**src/input_pipe_pkg.sv**
```systemverilog
package input_pipe_pkg;

  localparam int WORD_WIDTH  = 8;
  localparam int TUSER_WIDTH = 4;

  // One pixel or weight word
  typedef logic [WORD_WIDTH-1:0] word_t;

  // Kernel height, or a row index inside the kernel
  typedef logic [1:0] kh_t;

  typedef logic [TUSER_WIDTH-1:0] tuser_t;

  // Flag positions in tuser, the row index sits in the low bits
  localparam int I_USER_IS_MAX   = 2;
  localparam int I_USER_IS_LRELU = 3;

  typedef enum logic [1:0] {
    SH_CONFIG,
    SH_IDLE,
    SH_EMIT
  } shift_state_t;

  typedef enum logic {
    RT_LOAD,
    RT_PLAY
  } rot_state_t;

endpackage
```
**src/axis_input_pipe.sv**
```systemverilog
module axis_input_pipe #(
  parameter int  UNITS        = 2,
  parameter int  KERNEL_H_MAX = 3,
  parameter int  CORES        = 2,
  parameter int  KERNEL_W_MAX = 3,
  parameter int  W_DEPTH_MAX  = 32,
  localparam int IN_WORDS     = 2 ** $clog2(UNITS + KERNEL_H_MAX - 1)
) (
  input  logic                                           aclk,
  input  logic                                           rst_n,
  input  logic                                           s_pixels_1_valid,
  output logic                                           s_pixels_1_ready,
  input  input_pipe_pkg::word_t [IN_WORDS-1:0]           s_pixels_1_data,
  input  logic                                           s_pixels_1_last,
  input  logic                                           s_pixels_2_valid,
  output logic                                           s_pixels_2_ready,
  input  input_pipe_pkg::word_t [IN_WORDS-1:0]           s_pixels_2_data,
  input  logic                                           s_pixels_2_last,
  input  logic                                           s_weights_valid,
  output logic                                           s_weights_ready,
  input  input_pipe_pkg::word_t [CORES*KERNEL_W_MAX-1:0] s_weights_data,
  input  logic                                           s_weights_last,
  output logic                                           m_valid,
  input  logic                                           m_ready,
  output input_pipe_pkg::word_t [UNITS-1:0]              m_pixels_1_data,
  output input_pipe_pkg::word_t [UNITS-1:0]              m_pixels_2_data,
  output input_pipe_pkg::word_t [CORES*KERNEL_W_MAX-1:0] m_weights_data,
  output input_pipe_pkg::tuser_t                         m_user,
  output logic                                           m_last
);
  import input_pipe_pkg::*;

  logic p1_valid;
  logic p1_ready;
  kh_t  p1_row;
  logic p1_last;
  logic p2_valid;
  logic p2_ready;
  kh_t  p2_row;
  logic w_valid;
  logic w_ready;
  kh_t  cfg_kernel_h;
  logic cfg_is_max;
  logic cfg_is_lrelu;
  logic packet_done;

  // Stream 1 carries the config beat
  im_shifter #(
    .UNITS        (UNITS),
    .KERNEL_H_MAX (KERNEL_H_MAX),
    .IN_WORDS     (IN_WORDS),
    .HAS_CONFIG   (1'b1)
  ) i_shifter_1 (
    .aclk         (aclk),
    .rst_n        (rst_n),
    .s_valid      (s_pixels_1_valid),
    .s_ready      (s_pixels_1_ready),
    .s_data       (s_pixels_1_data),
    .s_last       (s_pixels_1_last),
    .kernel_h_in  (2'd0),
    .m_valid      (p1_valid),
    .m_ready      (p1_ready),
    .m_data       (m_pixels_1_data),
    .m_row        (p1_row),
    .m_last       (p1_last),
    .cfg_kernel_h (cfg_kernel_h),
    .cfg_is_max   (cfg_is_max),
    .cfg_is_lrelu (cfg_is_lrelu)
  );

  im_shifter #(
    .UNITS        (UNITS),
    .KERNEL_H_MAX (KERNEL_H_MAX),
    .IN_WORDS     (IN_WORDS),
    .HAS_CONFIG   (1'b0)
  ) i_shifter_2 (
    .aclk         (aclk),
    .rst_n        (rst_n),
    .s_valid      (s_pixels_2_valid),
    .s_ready      (s_pixels_2_ready),
    .s_data       (s_pixels_2_data),
    .s_last       (s_pixels_2_last),
    .kernel_h_in  (cfg_kernel_h),
    .m_valid      (p2_valid),
    .m_ready      (p2_ready),
    .m_data       (m_pixels_2_data),
    .m_row        (p2_row),
    .m_last       (),
    .cfg_kernel_h (),
    .cfg_is_max   (),
    .cfg_is_lrelu ()
  );

  weights_rotator #(
    .CORES        (CORES),
    .KERNEL_W_MAX (KERNEL_W_MAX),
    .W_DEPTH_MAX  (W_DEPTH_MAX)
  ) i_weights_rotator (
    .aclk         (aclk),
    .rst_n        (rst_n),
    .s_valid      (s_weights_valid),
    .s_ready      (s_weights_ready),
    .s_data       (s_weights_data),
    .s_last       (s_weights_last),
    .m_valid      (w_valid),
    .m_ready      (w_ready),
    .m_data       (m_weights_data),
    .packet_done  (packet_done)
  );

  stream_join i_join (
    .pixels_1_valid (p1_valid),
    .pixels_1_ready (p1_ready),
    .pixels_2_valid (p2_valid),
    .pixels_2_ready (p2_ready),
    .weights_valid  (w_valid),
    .weights_ready  (w_ready),
    .pixels_1_row   (p1_row),
    .pixels_2_row   (p2_row),
    .pixels_1_last  (p1_last),
    .is_max         (cfg_is_max),
    .is_lrelu       (cfg_is_lrelu),
    .m_valid        (m_valid),
    .m_ready        (m_ready),
    .m_user         (m_user),
    .m_last         (m_last),
    .packet_done    (packet_done)
  );

endmodule

```
**src/stream_join.sv**
```systemverilog
module stream_join (
  input  logic                   pixels_1_valid,
  output logic                   pixels_1_ready,
  input  logic                   pixels_2_valid,
  output logic                   pixels_2_ready,
  input  logic                   weights_valid,
  output logic                   weights_ready,
  input  input_pipe_pkg::kh_t    pixels_1_row,
  input  input_pipe_pkg::kh_t    pixels_2_row,
  input  logic                   pixels_1_last,
  input  logic                   is_max,
  input  logic                   is_lrelu,
  output logic                   m_valid,
  input  logic                   m_ready,
  output input_pipe_pkg::tuser_t m_user,
  output logic                   m_last,
  output logic                   packet_done
);
  import input_pipe_pkg::*;

  assign m_valid = pixels_1_valid && pixels_2_valid && weights_valid;

  // Each side sees ready only when the other two are there
  assign pixels_1_ready = m_ready && pixels_2_valid && weights_valid;
  assign pixels_2_ready = m_ready && pixels_1_valid && weights_valid;
  assign weights_ready  = m_ready && pixels_1_valid && pixels_2_valid;

  always_comb begin
    m_user                    = '0;
    m_user[$bits(kh_t)-1:0]   = pixels_1_row;
    m_user[I_USER_IS_MAX]     = is_max;
    m_user[I_USER_IS_LRELU]   = is_lrelu;
  end

  assign m_last      = pixels_1_last;
  assign packet_done = m_valid && m_ready && pixels_1_last;

  // Both shifters must step their rows in lock
  always_comb begin
    a_row_align: assert final (!m_valid || pixels_1_row == pixels_2_row);
  end

endmodule

```
**src/weights_rotator.sv**
```systemverilog
module weights_rotator #(
  parameter int CORES        = 2,
  parameter int KERNEL_W_MAX = 3,
  parameter int W_DEPTH_MAX  = 32
) (
  input  logic                                             aclk,
  input  logic                                             rst_n,
  input  logic                                             s_valid,
  output logic                                             s_ready,
  input  input_pipe_pkg::word_t [CORES*KERNEL_W_MAX-1:0]   s_data,
  input  logic                                             s_last,
  output logic                                             m_valid,
  input  logic                                             m_ready,
  output input_pipe_pkg::word_t [CORES*KERNEL_W_MAX-1:0]   m_data,
  input  logic                                             packet_done
);
  import input_pipe_pkg::*;

  localparam int W_WORDS    = CORES * KERNEL_W_MAX;
  localparam int ADDR_BITS  = $clog2(W_DEPTH_MAX);
  localparam int DEPTH_BITS = $clog2(W_DEPTH_MAX + 1);

  rot_state_t            state;
  word_t [W_WORDS-1:0]   mem [W_DEPTH_MAX];
  logic [DEPTH_BITS-1:0] depth;
  logic [DEPTH_BITS-1:0] depth_m1;
  logic [ADDR_BITS-1:0]  rd_ptr;
  logic                  s_fire;
  logic                  m_fire;

  assign s_ready  = (state == RT_LOAD);
  assign m_valid  = (state == RT_PLAY);
  assign s_fire   = s_valid && s_ready;
  assign m_fire   = m_valid && m_ready;
  assign depth_m1 = depth - 1'b1;
  assign m_data   = mem[rd_ptr];

  always_ff @(posedge aclk) begin
    if (!rst_n) begin
      state  <= RT_LOAD;
      depth  <= '0;
      rd_ptr <= '0;
    end else if (packet_done) begin
      state <= RT_LOAD;
      depth <= '0;
    end else if (s_fire) begin
      depth <= depth + 1'b1;
      if (s_last) begin
        // Playback starts from the newest beat
        rd_ptr <= depth[ADDR_BITS-1:0];
        state  <= RT_PLAY;
      end
    end else if (m_fire) begin
      // Wrap back to the top after index 0
      if (rd_ptr == '0) begin
        rd_ptr <= depth_m1[ADDR_BITS-1:0];
      end else begin
        rd_ptr <= rd_ptr - 1'b1;
      end
    end
  end

  always_ff @(posedge aclk) begin
    if (s_fire) begin
      mem[depth[ADDR_BITS-1:0]] <= s_data;
    end
  end

  a_depth_max: assert property (@(posedge aclk) disable iff (!rst_n)
    s_fire |=> depth <= W_DEPTH_MAX);

endmodule

```
**src/im_shifter.sv**
```systemverilog
module im_shifter #(
  parameter int UNITS        = 2,
  parameter int KERNEL_H_MAX = 3,
  parameter int IN_WORDS     = 4,
  parameter bit HAS_CONFIG   = 1'b1
) (
  input  logic                                 aclk,
  input  logic                                 rst_n,
  input  logic                                 s_valid,
  output logic                                 s_ready,
  input  input_pipe_pkg::word_t [IN_WORDS-1:0] s_data,
  input  logic                                 s_last,
  input  input_pipe_pkg::kh_t                  kernel_h_in,
  output logic                                 m_valid,
  input  logic                                 m_ready,
  output input_pipe_pkg::word_t [UNITS-1:0]    m_data,
  output input_pipe_pkg::kh_t                  m_row,
  output logic                                 m_last,
  output input_pipe_pkg::kh_t                  cfg_kernel_h,
  output logic                                 cfg_is_max,
  output logic                                 cfg_is_lrelu
);
  import input_pipe_pkg::*;

  // Words past this count are padding
  localparam int EDGE_WORDS = UNITS + KERNEL_H_MAX - 1;
  localparam shift_state_t START_STATE = HAS_CONFIG ? SH_CONFIG : SH_IDLE;

  shift_state_t         state;
  word_t [IN_WORDS-1:0] beat_q;
  logic                 last_q;
  kh_t                  kh_q;
  kh_t                  row;
  kh_t                  kernel_h_eff;
  logic                 s_fire;
  logic                 m_fire;
  logic                 final_row;

  assign kernel_h_eff = HAS_CONFIG ? cfg_kernel_h : kernel_h_in;

  // A zero height means no config has arrived yet
  assign s_ready = (state == SH_CONFIG) || (state == SH_IDLE && kernel_h_eff != '0);
  assign s_fire  = s_valid && s_ready;

  assign m_valid   = (state == SH_EMIT);
  assign m_fire    = m_valid && m_ready;
  assign final_row = (row == kh_q - 2'd1);
  assign m_row     = row;
  assign m_last    = last_q && final_row;

  // Row r takes the UNITS words starting at word r
  always_comb begin
    int idx;
    for (int u = 0; u < UNITS; u++) begin
      idx       = int'(row) + u;
      m_data[u] = (idx < EDGE_WORDS) ? beat_q[idx] : '0;
    end
  end

  always_ff @(posedge aclk) begin
    if (!rst_n) begin
      state        <= START_STATE;
      row          <= '0;
      kh_q         <= '0;
      last_q       <= 1'b0;
      cfg_kernel_h <= '0;
      cfg_is_max   <= 1'b0;
      cfg_is_lrelu <= 1'b0;
    end else begin
      case (state)
        SH_CONFIG: begin
          if (s_fire) begin
            cfg_kernel_h <= s_data[0][1:0];
            cfg_is_max   <= s_data[1][0];
            cfg_is_lrelu <= s_data[1][1];
            state        <= SH_IDLE;
          end
        end
        SH_IDLE: begin
          if (s_fire) begin
            kh_q   <= kernel_h_eff;
            last_q <= s_last;
            state  <= SH_EMIT;
          end
        end
        SH_EMIT: begin
          if (m_fire) begin
            if (final_row) begin
              row <= '0;
              if (HAS_CONFIG && last_q) begin
                // Holds the other stream off until the next config
                cfg_kernel_h <= '0;
                state        <= SH_CONFIG;
              end else begin
                state <= SH_IDLE;
              end
            end else begin
              row <= row + 2'd1;
            end
          end
        end
        default: state <= START_STATE;
      endcase
    end
  end

  always_ff @(posedge aclk) begin
    if (s_fire && state == SH_IDLE) begin
      beat_q <= s_data;
    end
  end

  // Stream 2 takes its height from stream 1
  a_kernel_h: assert property (@(posedge aclk) disable iff (!rst_n)
    s_fire && state == SH_IDLE |-> kernel_h_eff == 2'd1 || kernel_h_eff == 2'd3);

  a_stall_stable: assert property (@(posedge aclk) disable iff (!rst_n)
    m_valid && !m_ready |=> m_valid && $stable(m_data) && $stable(m_row));

endmodule

```
**config.mk**
```make
export PLATFORM = sky130hd
export DESIGN_NAME = axis_input_pipe
export DESIGN_NICKNAME = d
export VERILOG_FILES = /design/src/input_pipe_pkg.sv /design/src/axis_input_pipe.sv /design/src/stream_join.sv /design/src/weights_rotator.sv /design/src/im_shifter.sv
export SDC_FILE = /design/constraint.sdc
export NUM_CORES = 1
export LEC_CHECK = 0
export BUFFER_PORTS_ARGS = -buffer_cell sky130_fd_sc_hd__buf_2
export CAP_MARGIN = 20
export CORE_MARGIN = 2
export CORE_UTILIZATION = 54
export DETAILED_ROUTE_END_ITERATION = 16
export GPL_TIMING_DRIVEN = 0
export PLACE_DENSITY = 0.69
export SYNTH_ARGS = -nofsm -noshare
export SYNTH_HDL_FRONTEND = slang
export SYNTH_HIERARCHICAL = 1
export SYNTH_SLANG_ARGS = --single-unit
```
**constraint.sdc**
```tcl
create_clock -name aclk -period 5.7 [get_ports aclk]
set_input_delay 1.14 -clock aclk [delete_from_list [all_inputs] [get_ports aclk]]
set_output_delay 1.14 -clock aclk [all_outputs]
set_load 0.01 [all_outputs]
```
Yosys cells after proc, flatten, opt, wreduce, memory -nomap -nowiden --
Memories as Yosys holds them, arrays and structs flattened. A register that Yosys moved wholly into a read port is not among the register bits. Cells that the tools add are included. Widths: inputs -> output; s select.
Word-level totals: input bits 121, output and inout bits 89, memories 1, bits in registers 93, bits in writable memories 1536, word-level logic and storage cells 137
Operators by class: equal/unequal tests 16, reduce and logical (&&, ||, !) cells 39, bitwise logic cells 3, multiplexer cells 40, magnitude comparators 8, add/sub/neg operators 9
Memory list:
- i_weights_rotator.mem | words 32, width 48, read ports 1, clocked after memory_dff 1, wr ports 1, line weights_rotator.sv:24 | word_t [W_WORDS-1:0] mem [W_DEPTH_MAX];
Operators by type and width (number):
- $lt 32x4->1 const B | 4
- $mux 8 | 10
- $bmux 8 s2 | 4
- $mux 5 | 6
- $mux 2 | 14
- $logic_and 1x1->1 | 20
- $lt 2x3->1 const B | 4
- $ne 2x2->1 const B | 6
- $pmux 2 s3 | 2
- $reduce_and 2->1 | 6
- $sub 5x1->5 const B | 2
- $ne 2x1->1 const B | 4
- $reduce_and 4->1 | 2
- $add 2x1->3 const B | 2
- $add 6x1->6 const B | 1
- $reduce_bool 2->1 | 3
- $logic_not 5->1 | 1
- $reduce_and 5->1 | 1
- $add 2x1->2 const B | 2
- $eq 2x1->1 const B | 2
- $eq 2x2->1 | 2
- $eq 2x2->1 const B | 2
- $logic_not 2->1 | 2
- $pmux 2 s2 | 1
- other kinds (6) | 12

Longest topological paths before layout --
depth after elaboration 9, gate-level depth with buffers 10, gate-level depth less buffers 9

By module --
Netlist, hierarchy kept.
By module, submodules not included:
- weights_rotator | area each 60141.4 sq um, instances 1, cells an instance 3318, seq. area each 46444.5 sq um
- im_shifter (i_shifter_2) | area each 2039.5 sq um, instances 1, cells an instance 121, seq. area each 1181.1 sq um
- im_shifter (i_shifter_1) | area each 1980.6 sq um, instances 1, cells an instance 120, seq. area each 1181.1 sq um
- stream_join | area each 78.8 sq um, instances 1, cells an instance 12, seq. area each 0.0 sq um
- axis_input_pipe | area each 3.8 sq um, instances 1, cells an instance 1, seq. area each 0.0 sq um

Worst setup path before layout --
Ideal clock, no wire load.
path kind input to register, start input port s_weights_valid, end memory i_weights_rotator/mem[15][0] (netlist name) (enable), arrival time 3.750 ns, path buffers 1, cell stages on the path 4, setup time 0.455 ns, required time 5.245 ns, setup slack 1.495 ns, cell sequence nor2b_1 buf_2 nand2_1 nor2_1
On the way: longest elaborated chain between the ends 3
Ends and longest elaborated chain:
- from (decl) | line axis_input_pipe.sv:19 | input logic s_weights_valid,
- $logic_and 1x1->1 | line weights_rotator.sv:33 | assign s_fire = s_valid && s_ready;
- $mux 1 | line weights_rotator.sv:64 | if (s_fire) begin
- $mux 1 (implied by the code) | line weights_rotator.sv:65 | mem[depth[ADDR_BITS-1:0]] <= s_data;
- to (decl) | line weights_rotator.sv:24
Every way passes these cells.

==> metrics.log <==
INFO  metric outcome = finished clean
INFO  metric power_frac_clock = 41.7%
INFO  metric rsz0062_at_grt = false
INFO  metric timing.slew.headroom = 26.4%
INFO  metric clk_root_buffer_cell = sky130_fd_sc_hd__clkbuf_16
INFO  metric die_area = 0.121 mm²
INFO  metric initial_core_utilization = 54.3%
INFO  metric maximum_number_of_buffers_from_clock_root_to_sink = 3
INFO  metric final_max_tran_viols = 0
INFO  metric dpl-instance-area = 0.0687 mm²
INFO  metric antenna_found_initial = 6
INFO  metric start_kind = flip-flop
INFO  metric grt_pass1_vias = 34400
INFO  metric max_clock_freq = 195 MHz
INFO  metric ios = 210
INFO  metric tritoncts.num_buffers = 163
INFO  metric global_route.overflow_total = 0
INFO  metric worst-setup-path-type = flip-flop to primary output
INFO  metric wirelength = 160 mm
INFO  metric setup_viol = 0
INFO  metric holdBufCountCts = 0
INFO  metric setup_slack = 0.575 ns
INFO  metric tritoncts_clock_tree = built
INFO  metric post-cts-setup-buffers = 0
INFO  metric crit_path_max_incr_delay = 0.88 ns
INFO  metric worstSetupEndpointType = primary output
INFO  metric insertion_delay_of_the_later_clocked_pin_in_the_worst_skew_pair = 0.77 ns
INFO  metric final_net_count = 4123
INFO  metric avgSynthCellArea = 18.0 µm²
INFO  metric fillers = 8175
INFO  metric core.rowCount = 126
INFO  metric post_placement_cell_count = 5365
INFO  metric synthCells = 3553
INFO  metric count_of_max_cap_constraint_violations = 0
INFO  metric syn_nets = 3681
INFO  metric total_area_of_sequential_cells = 0.0487 mm²
INFO  metric peakVddDrop = 0.304 mV
INFO  metric most_frequent_standard_cell_in_the_layout_excluding_fill_and_tap_cells = sky130_fd_sc_hd__edfxtp_1
INFO  metric grt_start_max_net_pins = 33
INFO  metric cp.required = 4.56 ns
INFO  metric worst_ep_arrival_time = 3.98 ns
INFO  metric critical-path-slowest-cell = sky130_fd_sc_hd__clkbuf_1
INFO  metric worst_path_most_repeated_cell = sky130_fd_sc_hd__clkbuf_1
INFO  metric yosys_warnings = 6
INFO  metric finalWorstPathRequiredPeriod = 5.12 ns
INFO  metric cellPowerDensity = 346 mW/mm²
INFO  metric wire_per_inst = 28.2 µm
INFO  metric synthesis.area = 0.0641 mm²
INFO  metric critPathBufInv = 3
INFO  metric total_leakage_power = 23.1 nW
INFO  metric detailroute.via_count = 35100
INFO  metric firstDrtPassIters = 5
INFO  metric path_delay_family = buffers and inverters
INFO  metric final_cell_count_no_fill = 5668
INFO  metric vias_per_cell = 6.18
INFO  metric cts.sink_count = 1633
INFO  metric p_switching = 5.54 mW
INFO  metric gr-usage-all-layers = 26.0%
INFO  metric drc_errors = 0
INFO  metric drive_gt1_share = 16.9%
INFO  metric cp_cell_sequence = nor2b_1, clkbuf_1, clkbuf_1, nand3_1, nand4_1, buf_2
INFO  metric gp_congestion = 0.803
INFO  metric antenna_left = 0
INFO  metric crit_path_max_fanout = 10
INFO  metric fp.dieH = 348 µm
INFO  metric place.port_buffers = 208
INFO  metric power_report.internal_total = 20.1 mW
INFO  metric multi_input_area = 0.0143 mm²
INFO  metric final.period_utilization = 89.9%
INFO  metric clk_pin_slew = 0.06 ns
INFO  metric area_growth_syn_to_layout = 15.6%
INFO  metric postLayoutCoreUtil = 62.8%
INFO  metric post-dp-hpwl = 106 mm
INFO  metric post-route-cell-area = 0.0740 mm²
INFO  metric die_width = 348 µm
INFO  metric dp_worst_setup_slack = 1.38 ns
INFO  metric timing.hold.worst.class = flip-flop to flip-flop
INFO  metric clock-skew-final = 0.0182 ns
INFO  metric h-tree-depth = 4
INFO  metric switching_share = 21.6%
INFO  metric timing.reg2reg.setup_slack = 2.82 ns
INFO  metric seq_power_share = 51.9%
INFO  metric final-hold-violation-count = 0
INFO  metric layout.cells.most_common_list = sky130_fd_sc_hd__edfxtp_1, sky130_fd_sc_hd__mux2i_1, sky130_fd_sc_hd__a22oi_1
INFO  metric relative_contribution_of_combinational_cells_to_total_power = 6.3%
INFO  metric drt_iter0_markers = 4008
INFO  metric postCtsResizedCells = 0
INFO  metric worst_pin_slew = 1.10 ns
INFO  metric core_region_area = 0.118 mm²
INFO  metric grt_first_pass_wirelength = 229 mm
==> worst reg2reg max path, stage by stage (launching register included) <==
cell                      delay [ns]
sky130_fd_sc_hd__dfxtp_1        0.36
sky130_fd_sc_hd__nor2b_1        0.19
sky130_fd_sc_hd__buf_2          0.22
sky130_fd_sc_hd__nand2_1        0.47
sky130_fd_sc_hd__nor2_4         0.85
sky130_fd_sc_hd__buf_16         0.27
sky130_fd_sc_hd__buf_16         0.19
==> final timing paths <==
path | start | to | cells past startpoint
max | flip-flop | m_weights_data[40] | 6
min | i_shifter_1/kh_q[0] | i_shifter_1/kh_q[0] | 2
max reg2reg | i_weights_rotator/m_valid | i_weights_rotator/mem[30][41] | 6
min reg2reg | i_shifter_1/kh_q[0] | i_shifter_1/kh_q[0] | 2
==> per-layer routing <==
metal | track usage, % | up-vias | part of all wire, %
li1 | - | 15200 | -
met1 | 35.7 | 17900 | 41
met2 | 42.9 | 1678 | 49
met3 | 4.54 | 267 | 7.9
met4 | 7.65 | 4 | 2.5
met5 | 0 | - | 0.017
==> layout make-up <==
| type | instances | area share (%) |
|---|---|---|
| diodes | 2 | 0.00676 |
| plain buffers | 213 | 1.64 |
| clock buffers | 213 | 6.09 |
| clock inverters | 87 | 1.15 |
| inverters | 7 | 0.0355 |
| multi-input cells | 1700 | 19.4 |
| flip-flops and latches | 1633 | 65.8 |
| well taps | 1536 | 2.60 |
| repair buffers | 277 | 3.33 |
==> metrics by stage <==
stage	power (mW)	hold WS (ns)	setup TNS [ns]
floorplan	14.4	0.452	0
global placement	15.1	0.469	-1645.84
detailed placement	15.2	0.507	0
CTS	25.7	0.496	0
global route	26.3	0.504	0
finish	25.6	0.522	0
==> power groups by stage <==
| stage | Combinational, mW | Sequential, mW | Clock (mW) |
|---|---|---|---|
| 2_1_floorplan | 0.888 | 13.5 | 0 |
| 3_3_place_gp | 1.56 | 13.6 | 0 |
| 3_5_place_dp | 1.62 | 13.5 | 0 |
| 4_1_cts | 1.63 | 13.3 | 10.8 |
| 5_1_grt | 1.73 | 13.3 | 11.3 |
| 6_report | 1.62 | 13.3 | 10.7 |
==> registers in the layout (all words and copies together), names as in the netlist, named ones only <==
name / flops
i_shifter_1/beat_q: 32
i_shifter_1/cfg_is_lrelu: 1
i_shifter_1/cfg_is_max: 1
i_shifter_1/cfg_kernel_h: 2
i_shifter_1/kh_q: 2
i_shifter_1/last_q: 1
i_shifter_1/m_row: 2
i_shifter_1/state: 2
i_shifter_2/beat_q: 32
i_shifter_2/kh_q: 2
i_shifter_2/m_row: 2
i_shifter_2/state: 2
i_weights_rotator/depth: 5
i_weights_rotator/m_valid: 1
i_weights_rotator/mem: 1536
i_weights_rotator/rd_ptr: 5
No activity file was read; power rests on OpenSTA's default activity.
